### config.mk
export PLATFORM = sky130hd
export DESIGN_NAME = sync_fifo
export DESIGN_NICKNAME = d
export VERILOG_FILES = /design/src/lycan_globals.sv /design/src/sync_fifo.sv
export SDC_FILE = /design/constraint.sdc
export NUM_CORES = 1
export LEC_CHECK = 0
export BUFFER_PORTS_ARGS = -buffer_cell sky130_fd_sc_hd__buf_2
export CAP_MARGIN = 20
export CORE_UTILIZATION = 45
export DETAILED_ROUTE_END_ITERATION = 10
export GPL_TIMING_DRIVEN = 0
export SETUP_SLACK_MARGIN = 0.4
export SLEW_MARGIN = 10
export SYNTH_ARGS = -nofsm -noshare
export SYNTH_HDL_FRONTEND = slang
export SYNTH_SLANG_ARGS = --single-unit
### constraint.sdc
create_clock -name clk -period 5.8 [get_ports clk]
set_input_delay 0.58 -clock clk [delete_from_list [all_inputs] [get_ports clk]]
set_output_delay 0.58 -clock clk [all_outputs]
set_load 0.03 [all_outputs]
### src/lycan_globals.sv
`default_nettype none

// bridge-wide configuration shared by the RTL and the testbench
package lycan_globals;

  // peripheral fabric
  localparam int num_peripherals = 4;       // loopback units behind the switch
  typedef logic [2:0] periph_addr_t;        // same width as the addr field of a packet

  // ft601 side
  localparam int usb_packet_width = 32;     // one bus word, all four bytes valid

  // queue sizing
  localparam int host_fifo_depth = 16;      // inbound and outbound host queues
  localparam int periph_fifo_depth = 4;     // receive queue inside each peripheral

  // a fifo raises almost_full once its free entries drop to this many or fewer.
  // one entry covers the single word that can still land after the flag is seen
  localparam int almost_full_margin = 1;

endpackage

`default_nettype wire

### src/sync_fifo.sv
`default_nettype none

module sync_fifo #(
  parameter int WIDTH = lycan_globals::usb_packet_width,
  parameter int DEPTH = lycan_globals::host_fifo_depth
) (
  input  wire logic             clk,
  input  wire logic             rst_n,
  input  wire logic             push,
  input  wire logic             pop,
  input  wire logic [WIDTH-1:0] din,
  output logic      [WIDTH-1:0] dout,   // head word, valid whenever empty is low
  output logic                  empty,
  output logic                  full,
  output logic                  almost_full
);

  import lycan_globals::*;

  logic [WIDTH-1:0]             mem [DEPTH];
  logic [$clog2(DEPTH)-1:0]     wr_ptr;
  logic [$clog2(DEPTH)-1:0]     rd_ptr;
  logic [$clog2(DEPTH+1)-1:0]   count;   // 0..DEPTH entries

  // storage, no reset on the data array
  always_ff @(posedge clk) begin
    if (push) mem[wr_ptr] <= din;
  end

  always_ff @(posedge clk or negedge rst_n) begin
    if (!rst_n) begin
      wr_ptr <= '0;
      rd_ptr <= '0;
      count  <= '0;
    end else begin
      if (push) wr_ptr <= (int'(wr_ptr) == DEPTH - 1) ? '0 : wr_ptr + 1'b1;  // wrap at depth
      if (pop)  rd_ptr <= (int'(rd_ptr) == DEPTH - 1) ? '0 : rd_ptr + 1'b1;
      case ({push, pop})
        2'b10:   count <= count + 1'b1;
        2'b01:   count <= count - 1'b1;
        default: ;                        // idle or push+pop, level unchanged
      endcase
    end
  end

  assign dout        = mem[rd_ptr];      // show-ahead, head visible the cycle after push
  assign empty       = (count == '0);
  assign full        = (int'(count) == DEPTH);
  assign almost_full = (DEPTH - int'(count)) <= almost_full_margin;

  // producers and consumers must honour the flags
  a_no_overflow : assert property (@(posedge clk) disable iff (!rst_n) push |-> !full);
  a_no_underflow : assert property (@(posedge clk) disable iff (!rst_n) pop |-> !empty);

endmodule

`default_nettype wire

# After elaboration in Yosys (flattened, before gate mapping)
# Memories as Yosys holds them, arrays and structs flattened.
# Index checks and enable logic that the tools add are counted.
# W data, S select, Z words.
[classes]
add_sub_neg = 5
n_lt_le_gt_ge = 1
n_eq_ne = 5
muxes = 5
n_reduce_logical = 2
[ops]
columns = ["operator", "count"]
rows = [
  ["$pmux W5 S2", 1],
  ["$add A4 B1 Y4 const B", 2],
  ["$eq A4 B1 Y1 const B", 2],
  ["$mux W4", 2],
  ["$le A6 B2 Y1 const B", 1],
  ["$sub A5 B5 Y6 const A", 1],
  ["$add A5 B1 Y5 const B", 1],
  ["$eq A5 B5 Y1 const B", 1],
  ["$logic_not A5 Y1", 1],
  ["$sub A5 B1 Y5 const B", 1],
  ["$eq A2 B1 Y1 const B", 1],
  ["$eq A2 B2 Y1 const B", 1],
  ["$mux W1", 2],
  ["$reduce_bool A2 Y1", 1],
]
[totals]
register_bits = 13
ramBits = 512
input_bits = 36
output_inout_bits = 35
wordCells = 22
memories = 1
[mem_list]
columns = ["name", "words", "width", "read_ports", "rd_ports_with_merged_regs", "write_ports", "line_no", "text"]
rows = [
  ["mem", 16, 32, 1, 0, 1, "sync_fifo.sv:20", "logic [WIDTH-1:0] mem [DEPTH];"],
]

# Longest topological paths before layout
[depth]
depth_word = 2
mapped_depth = 8
ltp_nobuf = 7

# Worst setup path after synthesis
# No wires, ideal clock.
[synth_path]
path_kind = "input -> register"
start = "in push"
end = "mem mem[3][0] (netlist name) (enable)"
setup_time_ps = 461
arrival_ps = 3201
required_ps = 5339
path_slack_ps = 2138
path_stages = 3
n_path_buf = 1
cell_sequence = "clkbuf_1 nand2_1 nor3_1"
[synth_via]
elab_chain_len = 2
[synth_rtl]
columns = ["element", "line_no", "text"]
rows = [
  ["from (decl)", "sync_fifo.sv:9", "input wire logic push,"],
  ["$mux W1", "sync_fifo.sv:27", "if (push) mem[wr_ptr] <= din;"],
  ["$mux W1 (implied by the code)", "sync_fifo.sv:27", ""],
  ["to (decl)", "sync_fifo.sv:20", ""],
]
# No other way between the ends.

# Worst setup path in the final report
[layout_path]
start = "reg rd_ptr[2]"
end = "out dout[25]"
[layout_via]
elab_chain_len = 1
[layout_rtl]
columns = ["element", "line_no", "text"]
rows = [
  ["from (decl)", "sync_fifo.sv:22", "logic [$clog2(DEPTH)-1:0] rd_ptr;"],
  ["from (signal assigned)", "sync_fifo.sv:37", "if (pop) rd_ptr <= (int'(rd_ptr) == DEPTH - 1) ? '0 : rd_ptr + 1'b1;"],
  ["$mem_v2 Z16 W32", "n/a", ""],
  ["to (decl)", "sync_fifo.sv:12", "output logic [WIDTH-1:0] dout,"],
]
# No other way between the ends.

==> metrics.cfg <==
[run_status]
status=finished, final reports clean

[timing]
post-route-min-period_ns=3.56
rsz0062_at_grt=false
timing.fmax_ghz=0.281
setup_viol=0
tightestPinTransition_ns=0.906
hold_viol=0
drv_slew=0
relSlewSlack_pct=39.6
fin_crit_sh_pct=61.3
finalSetupTns_ns=0
fin_skew_ns=0.0149

[final_layout]
stdcell_area_um2=23400
fin_util_pct=53.7
stdcell_count=1670
register_area_um2=15700
layout-drive-gt1-share_pct=31.1
n_antenna_cell=0
areaGrowthSynthToFinish_pct=16.6
layout.nets=1089
multi_input_comb_area_um2=4180
fill_cells=3447

[cts]
clk_pin_slew_worst_paths_ns=0.06
cts_root_buf=clkbuf_16
hold_buffers=1
clk_latency_ns=0.59
cts_buffer_depth=3
clock-sinks=525
cts_resized=0
cts_tree=yes
cts_setup_buffers=0
htreeDepth=2
cts_buffers=53

[synth]
ys_top_cells_by_count=edfxtp_1 (512), mux4_2 (128), a22oi_1 (64)
syn_inst=892
synthTopCellsByArea=edfxtp_1 (77%), mux4_2 (14%), a22oi_1 (2.4%), dfrtp_1 (1.6%), nand2_1 (0.86%)
avgSynthCellArea_um2=22.5
yosysTopAreaCellShare_pct=76.7
syn-num-nets=940
syn_area_um2=20100
synth_most_common_cell=edfxtp_1
yosysTopAreaCell=edfxtp_1
synth-seq-area-share_pct=78.3
async_flop_share_pct=2.48
synthFlopType=edfxtp_1
ys.warnings.count=0
synth_edf_count=512
synth.distinct_cells=34
synth_seq_cells=525

[die]
io_pins=71
rows=76
die_h_um=213
start_util_pct=46.0
die_area_um2=45400
die_w_um=213
coreArea_um2=43600

[placed_design]
place_area_um2=21700
dp_hpwl_mm=26.9
gp_congestion=0.706
dpl.cell_count=1570
numPortBuffers=69

[global_route]
met1_usage_pct=27.8
grt_usage_pct=19.8
grt_max_degree=20
busiest_layer=met2
met3_usage_pct=3.57
antenna_found_initial=1
grt_remaining_overflow=0
met2_usage_pct=32.0
grt_pass1_wl_mm=63.5
grt_pass1_vias=9817

[setup_path]
r2r_start=wr_ptr[0]
cp_cell_sequence=buf_2 > buf_2 > clkbuf_1 > mux4_2 > a22oi_1 > nand2_1 > buf_2
reg2reg_depth=5
arrival_ns=2.98
critPathSlowestCell=clkbuf_1
start_kind=register
r2r_end=mem[3][16]
crit_top_cell=buf_2
cp_max_fo=10
required_ns=5.22
crit_type=register to primary output
rrSetupSlack_ns=3.37
crit_path_end_kind=primary output
critical-path-max-stage-delay_ns=0.62

[worst_hold_path]
worstHoldStart=pop
hold_path_depth=2
hold_class=primary input to register
whs_endpoint=rd_ptr[0]

[drt]
drt_wl_total_mm=42.9
drtIter0Drc=790
final_antenna_net_count=0
via_per_inst=5.64
vias=9424
first_pass_iters=5
drc=0
wire_per_inst_um=25.7

[power_and_ir_drop]
leakage_nw=7.56
powerDensity_nw_per_um2=467
peakVddDrop_v=0.000335

[job]
max_cap_viol_count=0

## worst max path at each step
stage	slack [ns]	startpoint	endpoint	depth (start not counted)
4_1_cts	2.17	rd_ptr[2]	dout[25]	7
2_1_floorplan	2.14	push	mem[3][0]	3
6_report	2.24	rd_ptr[2]	dout[25]	7
3_5_place_dp	2.83	rd_ptr[2]	dout[25]	7
5_1_grt	2.02	rd_ptr[2]	dout[25]	7
3_3_place_gp	-0.45	push	mem[3][16]	3
## layout by cell type, fill, tap and decap left out, types with 2 or more instances in the layout
master	count
edfxtp_1	512
mux4_2	128
buf_2	80
a22oi_1	64
clkbuf_16	55
nand2_1	46
clkbuf_1	38
nor2_4	14
dfrtp_1	13
clkinv_2	12
clkinv_1	12
buf_6	11
ha_1	11
buf_12	9
o21ai_0	8
buf_4	7
buf_16	7
inv_1	6
xnor2_1	6
nand2b_1	5
a21oi_1	4
nor2_1	3
bufinv_16	3
clkbuf_8	3
nor2b_1	2
nor3_2	2
nor4_1	2
nor3_1	2
mux2_2	2
clkinvlp_4	2
## worst max-delay path, delay by kind of cell (launching register included)
kind / cells / cell delay [ns]
buffers and inverters: 4 / 1.24
AND/OR/NAND/NOR: 1 / 0.12
flip-flops: 1 / 0.32
multiplexers: 1 / 0.41
AO/OA/AOI/OAI: 1 / 0.28
## power by group
part	total [mW]	internal [mW]	switching (mW)
logic	2.97	1.06	1.91
clock network	3.28	1.90	1.39
registers	4.65	4.55	0.106
## layout make-up
type / instances / share of cell area, %
plain buffers: 49 / 1.14
clock buffers: 69 / 6.24
clock inverters: 30 / 0.937
inverters: 6 / 0.0963
multi-input cells: 312 / 17.9
flip-flops and latches: 525 / 67.2
well taps: 585 / 3.13
repair buffers: 94 / 3.42
## routing by layer
| layer | up-vias | wire [µm] |
|---|---|---|
| li1 | 4084 | - |
| met1 | 5011 | 18600 |
| met2 | 261 | 21200 |
| met3 | 66 | 2210 |
| met4 | 2 | 802 |
| met5 | - | 10 |
## state kept, by name, indices dropped and copies added, names as in the netlist
register	count
count	5
wr_ptr	4
mem	512
rd_ptr	4
## per-stage QoR
step	worst slack, ns	hold slack (ns)	total power, mW
6_report	2.24	0.324	10.9
5_1_grt	2.02	0.298	11.4
4_1_cts	2.17	0.293	11.1
3_5_place_dp	2.83	0.520	7.77
3_3_place_gp	-0.451	0.517	7.63
2_1_floorplan	2.14	0.284	6.65
## kinds of logic (layout without fill, tap and decap cells)
group                      Yosys count  count (layout)  share of synthesized area [%]
buffers and inverters               55             248                           1.44
DFF                                525             525                           78.3
xor gates and xnor gates             6               6                          0.262
adders and majority gates           12              12                          0.786
muxes                              131             131                           14.5
and+or+nand+nor                     82              82                           1.76
AOI/OAI and AO/OA                   81              81                           2.92
Power figures use the tool's default switching activity.
