### src/lycan_globals.sv
`default_nettype none

// bridge-wide configuration shared by the RTL and the testbench
package lycan_globals;

  // peripheral fabric
  localparam int num_peripherals = 4;       // loopback units behind the switch
  typedef logic [2:0] periph_addr_t;        // same width as the addr field of a packet

  // ft601 side
  localparam int usb_packet_width = 32;     // one bus word, all four bytes valid

  // queue sizing
  localparam int host_fifo_depth = 16;      // inbound and outbound host queues
  localparam int periph_fifo_depth = 4;     // receive queue inside each peripheral

  // a fifo raises almost_full once its free entries drop to this many or fewer.
  // one entry covers the single word that can still land after the flag is seen
  localparam int almost_full_margin = 1;

endpackage

`default_nettype wire

### src/lycan_packet_pkg.sv
`default_nettype none

// word formats on the host link and the ft601 strobe bundle
package lycan_packet_pkg;

  // command opcodes, anything else is answered with BAD
  typedef enum logic [2:0] {
    ECHO  = 3'd0,  // payload comes straight back
    ACCUM = 3'd1,  // payload added into the 16-bit accumulator
    IDENT = 3'd2   // peripheral reports its own address
  } opcode_t;

  typedef enum logic [1:0] {
    OK  = 2'd0,
    BAD = 2'd1     // unknown opcode, data forced to zero
  } status_t;

  // host -> peripheral
  typedef struct packed {
    lycan_globals::periph_addr_t addr;  // selects the peripheral
    opcode_t                     opcode;
    logic [9:0]                  reserved;
    logic [15:0]                 payload;
  } cmd_word_t;

  // peripheral -> host
  typedef struct packed {
    lycan_globals::periph_addr_t addr;  // source peripheral
    status_t                     status;
    logic [10:0]                 reserved;
    logic [15:0]                 data;
  } rsp_word_t;

  // one 32-bit word, read as a command inbound and as a response outbound
  typedef union packed {
    cmd_word_t cmd;
    rsp_word_t rsp;
  } lycan_word_u;

  // active-low ft601 pins owned by the controller
  typedef struct packed {
    logic wren_l;
    logic rden_l;
    logic outen_l;
    logic usb_rst_l;
  } ft601_bus_t;

endpackage

`default_nettype wire

### src/ft601_controller.sv
`default_nettype none

module ft601_controller (
  input  wire logic                   clk,            // ft601 clock
  input  wire logic                   rst_n,
  input  wire logic                   usb_tx_full,    // 1 = host cannot take a word
  input  wire logic                   usb_rx_empty,   // 0 = host has a word for us
  output lycan_packet_pkg::ft601_bus_t bus,
  output logic                        usb_data_oe,    // we own usb_data
  output logic                        in_push,        // host word -> inbound fifo
  input  wire logic                   in_almost_full,
  input  wire logic                   out_empty,
  output logic                        out_pop         // outbound head -> usb_data_out
);

  typedef enum logic [1:0] {
    IDLE,   // bus released, pick a direction
    TURN,   // outen_l low for one cycle before rden_l
    READ,   // host drives data, one word per cycle while rx not empty
    WRITE   // we drive data, one word per cycle while tx not full
  } state_t;

  state_t state;
  state_t state_d;
  logic   usb_rst_q;   // held low through reset, high after
  logic   rd_xfer;
  logic   wr_xfer;

  assign rd_xfer = (state == READ) && !usb_rx_empty;
  assign wr_xfer = (state == WRITE) && !out_empty && !usb_tx_full;

  always_comb begin
    state_d = state;
    case (state)
      IDLE: begin
        // a pending read wins, but only from idle
        if (!usb_rx_empty && !in_almost_full) state_d = TURN;
        else if (!out_empty && !usb_tx_full) state_d = WRITE;
      end
      TURN:  state_d = READ;
      READ: begin
        if (usb_rx_empty || in_almost_full) state_d = IDLE;  // drops rden_l and outen_l at once
      end
      WRITE: begin
        if (out_empty || usb_tx_full) state_d = IDLE;
      end
      default: state_d = IDLE;
    endcase
  end

  always_ff @(posedge clk or negedge rst_n) begin
    if (!rst_n) begin
      state     <= IDLE;
      usb_rst_q <= 1'b0;
    end else begin
      state     <= state_d;
      usb_rst_q <= 1'b1;                  // release the chip once we are out of reset
    end
  end

  // strobes decode straight from state, wren_l also follows the live flags
  always_comb begin
    bus.wren_l    = !wr_xfer;
    bus.rden_l    = (state != READ);
    bus.outen_l   = !((state == TURN) || (state == READ));
    bus.usb_rst_l = usb_rst_q;
  end

  assign usb_data_oe = (state == WRITE);
  assign in_push     = rd_xfer;           // every rden_l & rx_empty low cycle carries a word
  assign out_pop     = wr_xfer;           // every wren_l low cycle consumes the head

  // one direction at a time on the shared data bus
  a_rd_wr_exclusive : assert property (@(posedge clk) disable iff (!rst_n)
    !(!bus.rden_l && !bus.wren_l));

  // rden_l only falls after a turnaround cycle with outen_l already low
  a_turnaround : assert property (@(posedge clk) disable iff (!rst_n)
    $fell(bus.rden_l) |-> $past(!bus.outen_l));

endmodule

`default_nettype wire

### config.mk
export PLATFORM = sky130hd
export DESIGN_NAME = ft601_controller
export DESIGN_NICKNAME = d
export VERILOG_FILES = /design/src/lycan_globals.sv /design/src/lycan_packet_pkg.sv /design/src/ft601_controller.sv
export SDC_FILE = /design/constraint.sdc
export NUM_CORES = 1
export LEC_CHECK = 0
export BUFFER_PORTS_ARGS = -buffer_cell sky130_fd_sc_hd__buf_2
export CAP_MARGIN = 5
export CORE_AREA = 2 2 39 41
export CTS_CLUSTER_SIZE = 28
export DETAILED_ROUTE_END_ITERATION = 12
export DIE_AREA = 0 0 41 43
export GPL_ROUTABILITY_DRIVEN = 0
export GPL_TIMING_DRIVEN = 0
export HOLD_SLACK_MARGIN = 0.08
export PLACE_DENSITY_LB_ADDON = 0.08
export SLEW_MARGIN = 15
export SYNTH_ARGS = -nofsm -noshare
export SYNTH_HDL_FRONTEND = slang
export SYNTH_SLANG_ARGS = --single-unit
### constraint.sdc
create_clock -name clk -period 2 [get_ports clk]
set_input_delay 0.4 -clock clk [delete_from_list [all_inputs] [get_ports clk]]
set_output_delay 0.4 -clock clk [all_outputs]
set_load 0.1 [all_outputs]
---- After elaboration in Yosys (flattened, before gate mapping) ----
Index checks and enable logic that the tools add are counted.
storage, ports and cells
  output and inout bits ................... 7
  bits of input ports ..................... 6
  logic and storage cells ................. 30
  bits in registers ....................... 3
cells by class
  equality and inequality tests ........... 7
  mux-type cells .......................... 5
  reduce and logical (&&, ||, !) cells .... 16
operator list
  kind                  count
  $mux W2               4
  $pmux W2 S4           1
  $logic_not A1 Y1      6
  $logic_and A1 B1 Y1   5
  $eq A2 B2 Y1 const B  2
  $ne A2 B1 Y1 const B  2
  $logic_or A1 B1 Y1    3
  $ne A3 B3 Y1 const B  1
  $reduce_and A3 Y1     1
  $eq A2 B1 Y1 const B  1
  $logic_not A2 Y1      1
  $ne A2 B2 Y1 const B  1

---- Depth between registers and ports, before layout ----
  depth after elaboration ................. 5
  gate-level depth with buffers ........... 5
  depth with buffers taken out ............ 5

---- Least setup slack after synthesis ----
OpenSTA, ideal clock, no wires.
  kind .................................... register to output
  start point ............................. register state[0]
  end point ............................... output port out_pop
  stages on the path, launching flop included .. 4
  required time ........................... 1,600 ps
  arrival ................................. 2,468 ps
  slack ................................... -868 ps
  buffers on the path ..................... 0
  cells stage by stage .................... dfrtp_1 ha_1 or3b_4 inv_1
between the ends
  cells in the longest elaborated chain, start to end .. 3
ends and longest elaborated chain
  what                               line                    text
  start: declaration                 ft601_controller.sv:23  state_t state;
  start signal: assignment           ft601_controller.sv:56  state <= state_d;
  $eq A2 B2 Y1                       n/a
  named net usb_data_oe              ft601_controller.sv:9   output logic usb_data_oe,
  $logic_and A1 B1 Y1 (2 in series)  ft601_controller.sv:30  assign wr_xfer = (state == WRITE) && !out_empty && !usb_tx_full;
  end: declaration                   ft601_controller.sv:13  output logic out_pop
The timed path passes the listed nets, and every way through them passes these cells.

==> flow_summary.toml <==
[finish]
layout_commonest_cell = "buf_2"
final_cell_mix = "buf_2, clkbuf_4, ha_1"
drive_above_1_share_pct = 53.7
synthToLayoutAreaGrowth_pct = 62.4
multi_input_area_um2 = 161
regArea_um2 = 75.1
nets = 53
diodes = 0
fill_cells = 153

[timing]
rsz0062_at_grt = "false"
finClkSkew_ns = 0.000534
max_freq_mhz = 521
hold_viol = 0
min_period_ns = 1.92
drv_slew = 0
whs_ns = 0.496
setup_viol = 0
setup_tns_ns = 0
fin_ws_ns = 0.0805
post-route-period-util_pct = 96.0

[worst_setup_path]
rrSetupSlack_ns = 0.41
slowest_stage = "dfrtp_1"
path_buf_inv = 1
r2r-start = "state[1]"
cpPeakStageDelay_ns = 0.43
path_cells = "ha_4 -> or3b_4 -> clkbuf_4"
critPathCaptureType = "output port"
worstSetupPathType = "flip-flop to output port"
path_delay_family = "flip-flops"
path_max_fanout = 4
worstPathArrival_ns = 1.52
timing.rr.end = "state[1]"
crit_required_ns = 1.60
ff2ff_path_depth = 4
cp-start-kind = "flip-flop"

[die]
num_rows = 14
die-area_um2 = 1760
ios = 13
die_h_um = 43
die_x_um = 41
start_util_pct = 17.5
core_area_um2 = 1380

[clocking]
clock_latency_ns = 0.23
cts_tree = "built"
cts-buffers-inserted = 3
cts.sinks = 3
htree_levels = 1
cts.path.max_buffers = 2
clk_pin_slew_ns = 0.04
post-cts-setup-buffers = 0
cts_root_buf = "clkbuf_4"

[grt]
grt.total_usage_pct = 6.22
grt_pass1_wl_um = 676
grt-ovfl-total = 0
busiest_layer = "met2"
grtUsageMet1_pct = 4.82
antenna_found_initial = 0
grt_use_met2_pct = 10.9
grt_pass1_vias = 184
grt_start_max_net_pins = 5
met3_usage_pct = 1.57

[flow_run]
max_cap_violations = 0

[route]
routedWlPerCell_um = 9.23
finalWirelength_um = 526
dr.pass1.iters = 1
num_vias = 208
via_per_inst = 3.65
drt_iter0_drc = 0
post-route-drc-count = 0
antenna_left = 0

[placement]
post-dp-hpwl_um = 450
preCtsSetupSlack_ns = 0.129
placement.io_buffers = 12

[logic_synthesis]
ys_seq_area_share_pct = 30.9
netlist_area_um2 = 243
syn-num-nets = 35
synth_warnings = 0
synth_cell_types = 12
synth_cells = 24
ys_seq_elements = 3
synth.avg_cell_area_um2 = 10.1

[run_status]
status = "complete, no violations"

[hold_path]
min_path_type = "primary input to asynchronous set/reset pin"
==> registers in the layout, indices dropped and copies added, names as in the netlist <==
register and cells:
state 2, usb_rst_q 1
==> layer usage <==
layer	vias up	part of all wire, %
li1	108	-
met1	90	37
met2	10	53
met3	0	10
met4	0	0
met5	-	0
==> cells by family after synthesis <==
group | Yosys count | share of synthesized area, %
buffers and inverters | 6 | 10.8
muxes | 2 | 9.28
AOI/OAI and AO/OA | 3 | 12.4
DFF | 3 | 30.9
and+or+nand+nor | 4 | 9.28
adders and majority gates | 5 | 25.8
other | 1 | 1.54
==> cell type report <==
| cell class | instances | share of cell area (%) |
|---|---|---|
| Sequential cell | 3 | 19.0 |
| Timing Repair Buffer | 13 | 20.6 |
| Tap cell | 16 | 5.08 |
| Buffer | 1 | 1.90 |
| Inverter | 5 | 5.71 |
| Multi-Input combinational cell | 15 | 41.0 |
| Clock buffer | 4 | 6.67 |
==> cell usage after synthesis, drive strengths merged <==
| cell type | instances | area share [%] |
|---|---|---|
| a21oi | 1 | 2.1 |
| buf | 1 | 3.1 |
| conb | 1 | 1.5 |
| dfrtp | 3 | 31 |
| ha | 5 | 26 |
| inv | 5 | 7.7 |
| mux2 | 2 | 9.3 |
| nor2 | 3 | 4.6 |
| o221ai | 1 | 3.6 |
| o311ai | 1 | 6.7 |
| or3b | 1 | 4.6 |
==> stage by stage <==
stage          utilization [%]  instance area, um2  instances
4_1_cts                   27.8                 385         57
3_3_place_gp              25.0                 347         52
5_1_grt                   28.5                 394         57
2_1_floorplan                -                 267         24
3_5_place_dp              25.0                 347         52
6_report                  28.5                 394         57
==> worst max path at each step <==
stage                     cells after the start      end     start  slack (ns)
final                                         3   bus[3]  state[1]        0.08
after global routing                          4  out_pop  state[1]       0.009
after CTS                                     4  out_pop  state[1]       0.008
after detailed placement                      4  out_pop  state[1]        0.13
after global placement                        4  out_pop  state[1]        0.14
after floorplan                               3  out_pop  state[1]       -0.16
==> what timing repair did <==
| item | CTS | global route |
|---|---|---|
| endpoints found under the hold margin | 3 | 0 |
| endpoints found under the setup margin | 1 | 3 |
| hold buffers | 1 | 0 |
| gates resized for setup | 1 | 3 |
==> worst reg2reg max path: cells and delay by family, from the launching register on <==
family	cells	cell delay, ns
and+or+nand+nor	1	0.40
adders and majority gates	1	0.16
AOI/OAI and AO/OA	1	0.11
muxes	1	0.36
DFF	1	0.43
Power is left out: the tool's default activity adds up to more than one toggle a clock period on the data nets, which glitch-free logic cannot reach.
