==> src/lycan_globals.sv <==
`default_nettype none

// bridge-wide configuration shared by the RTL and the testbench
package lycan_globals;

  // peripheral fabric
  localparam int num_peripherals = 4;       // loopback units behind the switch
  typedef logic [2:0] periph_addr_t;        // same width as the addr field of a packet

  // ft601 side
  localparam int usb_packet_width = 32;     // one bus word, all four bytes valid

  // queue sizing
  localparam int host_fifo_depth = 16;      // inbound and outbound host queues
  localparam int periph_fifo_depth = 4;     // receive queue inside each peripheral

  // a fifo raises almost_full once its free entries drop to this many or fewer.
  // one entry covers the single word that can still land after the flag is seen
  localparam int almost_full_margin = 1;

endpackage

`default_nettype wire

==> src/lycan_packet_pkg.sv <==
`default_nettype none

// word formats on the host link and the ft601 strobe bundle
package lycan_packet_pkg;

  // command opcodes, anything else is answered with BAD
  typedef enum logic [2:0] {
    ECHO  = 3'd0,  // payload comes straight back
    ACCUM = 3'd1,  // payload added into the 16-bit accumulator
    IDENT = 3'd2   // peripheral reports its own address
  } opcode_t;

  typedef enum logic [1:0] {
    OK  = 2'd0,
    BAD = 2'd1     // unknown opcode, data forced to zero
  } status_t;

  // host -> peripheral
  typedef struct packed {
    lycan_globals::periph_addr_t addr;  // selects the peripheral
    opcode_t                     opcode;
    logic [9:0]                  reserved;
    logic [15:0]                 payload;
  } cmd_word_t;

  // peripheral -> host
  typedef struct packed {
    lycan_globals::periph_addr_t addr;  // source peripheral
    status_t                     status;
    logic [10:0]                 reserved;
    logic [15:0]                 data;
  } rsp_word_t;

  // one 32-bit word, read as a command inbound and as a response outbound
  typedef union packed {
    cmd_word_t cmd;
    rsp_word_t rsp;
  } lycan_word_u;

  // active-low ft601 pins owned by the controller
  typedef struct packed {
    logic wren_l;
    logic rden_l;
    logic outen_l;
    logic usb_rst_l;
  } ft601_bus_t;

endpackage

`default_nettype wire

==> src/sync_fifo.sv <==
`default_nettype none

module sync_fifo #(
  parameter int WIDTH = lycan_globals::usb_packet_width,
  parameter int DEPTH = lycan_globals::host_fifo_depth
) (
  input  wire logic             clk,
  input  wire logic             rst_n,
  input  wire logic             push,
  input  wire logic             pop,
  input  wire logic [WIDTH-1:0] din,
  output logic      [WIDTH-1:0] dout,   // head word, valid whenever empty is low
  output logic                  empty,
  output logic                  full,
  output logic                  almost_full
);

  import lycan_globals::*;

  logic [WIDTH-1:0]             mem [DEPTH];
  logic [$clog2(DEPTH)-1:0]     wr_ptr;
  logic [$clog2(DEPTH)-1:0]     rd_ptr;
  logic [$clog2(DEPTH+1)-1:0]   count;   // 0..DEPTH entries

  // storage, no reset on the data array
  always_ff @(posedge clk) begin
    if (push) mem[wr_ptr] <= din;
  end

  always_ff @(posedge clk or negedge rst_n) begin
    if (!rst_n) begin
      wr_ptr <= '0;
      rd_ptr <= '0;
      count  <= '0;
    end else begin
      if (push) wr_ptr <= (int'(wr_ptr) == DEPTH - 1) ? '0 : wr_ptr + 1'b1;  // wrap at depth
      if (pop)  rd_ptr <= (int'(rd_ptr) == DEPTH - 1) ? '0 : rd_ptr + 1'b1;
      case ({push, pop})
        2'b10:   count <= count + 1'b1;
        2'b01:   count <= count - 1'b1;
        default: ;                        // idle or push+pop, level unchanged
      endcase
    end
  end

  assign dout        = mem[rd_ptr];      // show-ahead, head visible the cycle after push
  assign empty       = (count == '0);
  assign full        = (int'(count) == DEPTH);
  assign almost_full = (DEPTH - int'(count)) <= almost_full_margin;

  // producers and consumers must honour the flags
  a_no_overflow : assert property (@(posedge clk) disable iff (!rst_n) push |-> !full);
  a_no_underflow : assert property (@(posedge clk) disable iff (!rst_n) pop |-> !empty);

endmodule

`default_nettype wire

==> src/periph_loopback.sv <==
`default_nettype none

module periph_loopback (
  input  wire logic                         clk,
  input  wire logic                         rst_n,
  input  wire lycan_globals::periph_addr_t  self_addr,        // tag for every response
  input  wire logic                         cmd_valid,        // command is for us this cycle
  input  wire lycan_packet_pkg::cmd_word_t  cmd,
  input  wire logic                         rsp_pop,
  output lycan_packet_pkg::rsp_word_t       rsp_head,
  output logic                              rsp_empty,
  output logic                              rsp_almost_full
);

  import lycan_globals::*;
  import lycan_packet_pkg::*;

  logic [15:0] acc;        // running ACCUM total
  logic [15:0] acc_sum;    // total after this payload, wraps mod 2^16
  rsp_word_t   rsp_d;
  rsp_word_t   rsp_q;      // response staged for the receive fifo
  logic        push_q;

  assign acc_sum = acc + cmd.payload;

  // response for the command currently presented
  always_comb begin
    rsp_d        = '0;
    rsp_d.addr   = self_addr;
    rsp_d.status = OK;
    case (cmd.opcode)
      ECHO:    rsp_d.data = cmd.payload;
      ACCUM:   rsp_d.data = acc_sum;          // new sum, not the old one
      IDENT:   rsp_d.data = 16'(self_addr);   // address in the low bits
      default: begin
        rsp_d.status = BAD;
        rsp_d.data   = '0;
      end
    endcase
  end

  always_ff @(posedge clk or negedge rst_n) begin
    if (!rst_n) begin
      acc    <= '0;
      push_q <= 1'b0;
    end else begin
      push_q <= cmd_valid;                    // fifo write one cycle after the command
      if (cmd_valid && (cmd.opcode == ACCUM)) acc <= acc_sum;
    end
  end

  always_ff @(posedge clk) begin
    if (cmd_valid) rsp_q <= rsp_d;
  end

  // receive queue, almost_full leaves room for the word staged in rsp_q
  sync_fifo #(
    .WIDTH ($bits(rsp_word_t)),
    .DEPTH (periph_fifo_depth)
  ) u_rsp_fifo (
    .clk         (clk),
    .rst_n       (rst_n),
    .push        (push_q),
    .pop         (rsp_pop),
    .din         (rsp_q),
    .dout        (rsp_head),
    .empty       (rsp_empty),
    .full        (),
    .almost_full (rsp_almost_full)
  );

endmodule

`default_nettype wire

==> config.mk <==
export PLATFORM = sky130hd
export DESIGN_NAME = periph_loopback
export DESIGN_NICKNAME = d
export VERILOG_FILES = /design/src/lycan_globals.sv /design/src/lycan_packet_pkg.sv /design/src/sync_fifo.sv /design/src/periph_loopback.sv
export SDC_FILE = /design/constraint.sdc
export NUM_CORES = 1
export LEC_CHECK = 0
export BUFFER_PORTS_ARGS = -buffer_cell sky130_fd_sc_hd__buf_2
export CORE_MARGIN = 4
export CORE_UTILIZATION = 25
export CTS_CLUSTER_SIZE = 24
export DETAILED_ROUTE_END_ITERATION = 8
export PLACE_DENSITY_LB_ADDON = 0.3
export SLEW_MARGIN = 20
export SYNTH_ARGS = -nofsm -noshare
export SYNTH_HDL_FRONTEND = slang
export SYNTH_SLANG_ARGS = --single-unit
==> constraint.sdc <==
create_clock -name clk -period 2.36 [get_ports clk]
set_clock_uncertainty 0.2 [all_clocks]
set_input_delay 0.354 -clock clk [delete_from_list [all_inputs] [get_ports clk]]
set_output_delay 0.354 -clock clk [all_outputs]
set_load 0.01 [all_outputs]
======== Yosys cells after proc, flatten, opt, wreduce, memory -nomap -nowiden ========
Memories as Yosys holds them, arrays and structs flattened.
Index checks and enable logic that the tools add are counted.
operators by class
  equality and inequality tests ........... 6
  order comparisons ....................... 1
  reductions and logical operators ........ 5
  multiplexer cells ....................... 7
  add/sub/neg operators ................... 6
operator list
  cell                   count
  $pmux W16 S3           1
  $le A32 B2 Y1 const B  1
  $add A16 B16 Y16       1
  $eq A2 B1 Y1 const B   3
  $logic_not A3 Y1       2
  $pmux W3 S2            1
  $add A2 B1 Y2 const B  2
  $mux W2                2
  $sub A3 B3 Y4 const A  1
  $add A3 B1 Y3 const B  1
  $eq A3 B1 Y1 const B   1
  $eq A3 B2 Y1 const B   1
  $mux W1                3
  $reduce_or A3 Y1       1
  $sub A3 B1 Y3 const B  1
  $eq A2 B2 Y1 const B   1
  $reduce_bool A2 Y1     1
  $logic_and A1 B1 Y1    1
storage, ports and cells
  logic and storage cells ................. 34
  memories ................................ 1
  memory bits (writable) .................. 84
  register bits ........................... 45
memory list
  name            words  width  read ports  clocked after Yosys merged registers in  wr ports  RTL line         text
  u_rsp_fifo.mem  4      21     1           0                                        1         sync_fifo.sv:20  logic [WIDTH-1:0] mem [DEPTH];

======== Longest topological paths before layout ========
  depth after elaboration ................. 3
  mapped depth ............................ 8
  depth with buffers taken out ............ 8

======== Cells and area by module ========
A second synthesis with hierarchy kept.
second synthesis, totals
  cells, all modules ...................... 435
  area, all modules ....................... 7,405.9 sq um
by module, submodules not included
  module           sequential area each (sq um)  times used  area each (sq um)  cells an instance
  sync_fifo        4,018.9                       1           5,123.7            211
  periph_loopback  1,026.0                       1           2,282.2            224

======== Least setup slack after synthesis ========
Ideal clock, no wire load.
  kind .................................... input to register
  start ................................... in cmd[0] (netlist bit)
  end ..................................... reg rsp_q[14] (netlist bit), data pin
  buffers on the path ..................... 0
  cell stages on the path ................. 8
  setup time .............................. 261 ps
  data arrival time ....................... 1,981 ps
  setup slack ............................. -82 ps
  data required time ...................... 1,899 ps
  path through ............................ ha_1 > fa_1 > a21oi_1 > o2111ai_1 > nand4_1 > and3_1 > nor4_1 > a311o_1
RTL lines
  what                  RTL line               text
  from (decl)           periph_loopback.sv:8   input wire lycan_packet_pkg::cmd_word_t cmd,
  to (signal assigned)  periph_loopback.sv:53  if (cmd_valid) rsp_q <= rsp_d;
  to (decl)             periph_loopback.sv:21  rsp_word_t rsp_q;

==> reports/qor.yml <==
hp-start: "rsp_pop"
drt_iter0_drc: 182
hold_path_depth: 2
powerDensity_nw_per_um2: 1301
path_cells: "ha_4 -> fa_2 -> a21oi_2 -> o2111ai_2 -> a31oi_1 -> a21oi_1 -> xnor2_1 -> a211oi_1"
grt_max_degree: 25
antenna_found_initial: 0
crit_type: "reg2reg"
grt_first_pass_wirelength_mm: 19.87
grt_pass1_vias: 3625
max_stage_delay_ns: 0.40
p_seq_share_pct: 33.0
drv_slew: 0
crit_buf_inv: 0
ff2ff_path_depth: 8
wl_per_cell_um: 16.31
worst_pin_slew_ns: 0.6417
vias_per_cell: 4.419
start_util_pct: 25.70
setup_viol: 5
syn_to_final_growth_pct: 30.33
yosysUniqueCellTypes: 48
violations: "negative setup slack"
ys_warn_count: 0
syn_area_um2: 5660
yosysSeqAreaShare_pct: 63.66
ctsLongestPathBuffers: 2
num-nets-final: 544
track_usage_pct: 10.57
r2r_slack_ns: -0.07
rsz0062_at_grt: "true"
cts_buffers: 17
place_congestion: 0.8826
cts.clk_slew.worst_paths_ns: 0.06
status: "finished, violations left"
required_ns: 2.29
power.total_uw: 9601
synth_seq_cells: 124
dp_hpwl_mm: 8.742
drive_gt1_share_pct: 39.43
worst_setup_path_end_kind: "flip-flop"
grt_overflow: 0
core_area_um2: 22030
drt_pre_antenna_iters: 5
ctsHtreeMaxLevel: 4
synth.avg_cell_area_um2: 15.09
p_leak_uw: 0.002827
async_flop_share_pct: 19.35
fin_tns_setup_ns: -0.1907
clkPwrFrac_pct: 26.9
top_layer: "met4"
vias: 3416
pwr-share-comb_pct: 40.0
synthFlopType: "edfxtp_1"
cts_tree: "built"
r2r-end: "rsp_q[12]$_DFFE_PP_"
power.internal_uw: 6608
drc: 0
io_pins: 73
io_buffers: 47
setup_ws_ns: -0.07099
rows: 54
slowest_stage: "dfrtp_1"
start_kind: "flip-flop"
clock_sinks: 124
cp_top_family: "compound AO/OA/AOI/OAI gates"
path_max_fanout: 3
holdPathEnd: "u_rsp_fifo.rd_ptr[0]$_DFFE_PN0P_"
die_height_um: 158.5
ant_nets: 0
dieArea_um2: 25110
m1WireLength_mm: 5.407
reg2reg_from: "acc[0]$_DFFE_PN0P_"
max_freq_mhz: 411.4
swShare_pct: 31.17
hold_path_class: "in2reg"
drt_wl_total_mm: 12.61
ir_drop_mv: 0.4686
wl_met2_mm: 6.493
netlist_instances: 375
hold_violations: 0
fp.dieW_um: 158.5
clockRootBuffer: "clkbuf_16"
max_cap_violations: 0
arrival_ns: 2.36
slew_headroom_pct: 57.22
switching_power_uw: 2993
timing.final.crit_share_pct: 103.0
period_minus_slack_ns: 2.431
synth-edff-count: 100
wl_met3_um: 565
clk_latency_ns: 0.41
[worst max-delay path by stage]
stage	from	slack [ns]	end	depth (start not counted)
floorplan	cmd[0]	0.003	rsp_q[14]$_DFFE_PP_	8
global placement	cmd[0]	-0.25	rsp_q[14]$_DFFE_PP_	9
detailed placement	cmd[4]	-0.32	rsp_q[11]$_DFFE_PP_	8
CTS	acc[0]$_DFFE_PN0P_	-0.05	rsp_q[14]$_DFFE_PP_	8
global route	acc[0]$_DFFE_PN0P_	-0.18	rsp_q[12]$_DFFE_PP_	8
finish	acc[0]$_DFFE_PN0P_	-0.07	rsp_q[12]$_DFFE_PP_	8
[per-layer routing]
metal | track usage [%] | vias to the layer above
li1 | - | 1623
met1 | 12.72 | 1709
met2 | 18.18 | 71
met3 | 3.262 | 13
met4 | 3.331 | 0
met5 | 0 | -
[area by class of cell]
type | count | area, µm²
Fill cell | 2169 | 14650
Sequential cell | 124 | 3605
Multi-Input combinational cell | 227 | 2110
Timing Repair Buffer | 100 | 685.7
Clock buffer | 18 | 429.2
Tap cell | 280 | 350.3
Clock inverter | 12 | 153.9
Inverter | 11 | 41.29
Antenna cell | 1 | 2.502
[cell usage after synthesis (3+ instances only)]
master    instances  share of area (%)
edfxtp_1        100                 53
dfrtp_1          24                 11
ha_1             22                4.9
o21ai_0          22                1.9
a21oi_1          21                1.9
mux4_2           20                8.0
nor2_1           20                1.3
nand2_1          16                1.1
buf_4            13                1.7
inv_1            11               0.73
mux2_2           10                2.0
mux2i_1           9                1.6
xnor2_1           9                1.4
nand3_1           6               0.53
nor3_1            6               0.53
xor2_1            6               0.93
clkbuf_1          5               0.33
and2_1            4               0.44
buf_2             4               0.35
nor2b_1           4               0.44
and3_1            3               0.33
o21a_1            3               0.40
[registers in the layout (all words and copies together) (netlist names)]
register,cells
acc,16
push_q,1
rsp_q,20
u_rsp_fifo.count,3
u_rsp_fifo.mem,80
u_rsp_fifo.rd_ptr,2
u_rsp_fifo.wr_ptr,2
[power groups by stage]
stage / clock [µW] / combinational [µW] / sequential, µW
after floorplan: 0 / 2170 / 3110
after global placement: 0 / 3430 / 3150
after detailed placement: 0 / 3470 / 3190
after CTS: 2650 / 3650 / 3150
after global routing: 2740 / 4240 / 3230
final: 2580 / 3850 / 3170
[cell families (layout without fill, tap and decap cells)]
family / Yosys count / after routing / share of synthesized area, %
flops: 124 / 124 / 63.66
simple gates: 72 / 72 / 6.300
compound gates: 64 / 64 / 6.985
mux: 39 / 39 / 11.54
buf+inv: 35 / 141 / 3.271
fa+ha+maj: 24 / 24 / 5.570
xor+xnor: 16 / 16 / 2.608
other cells: 1 / 13 / 0.06625
[layout by cell type, fill, tap and decap left out, types with 7 or more instances in the layout]
master / netlist / layout
ha_1: 22 / 14
buf_2: 4 / 47
xnor2_1: 9 / 7
nor2_1: 20 / 18
edfxtp_1: 100 / 100
dfrtp_1: 24 / 23
nand2_1: 16 / 16
o21ai_0: 22 / 14
mux2i_1: 9 / 9
mux2_2: 10 / 10
o21ai_2: 2 / 7
a21oi_1: 21 / 16
buf_4: 13 / 46
inv_1: 11 / 11
conb_1: 1 / 12
clkbuf_16: 0 / 18
mux4_2: 20 / 20
[stage by stage]
stage	setup slack [ns]	area (µm²)	std cells	hold WS, ns	util, %
6_report	-0.07099	7377	773	0.05113	33.49
3_3_place_gp	-0.2496	6513	734	0.2157	29.57
4_1_cts	-0.05254	7242	770	0.04621	32.88
3_5_place_dp	-0.3185	6513	734	0.2259	29.57
5_1_grt	-0.1753	7375	772	0.05064	33.48
2_1_floorplan	0.003030	5708	386	-0.1416	-
[what timing repair did]
action / CTS / global route
gates resized for setup: 17 / 24
cloned: 0 / 1
setup buffers: 2 / 3
setup endpoints to repair: 17 / 23
hold buffers: 4 / 0
endpoints found under the hold margin: 27 / 0
pin swaps: 18 / 8
No activity file was read; power rests on OpenSTA's default activity.
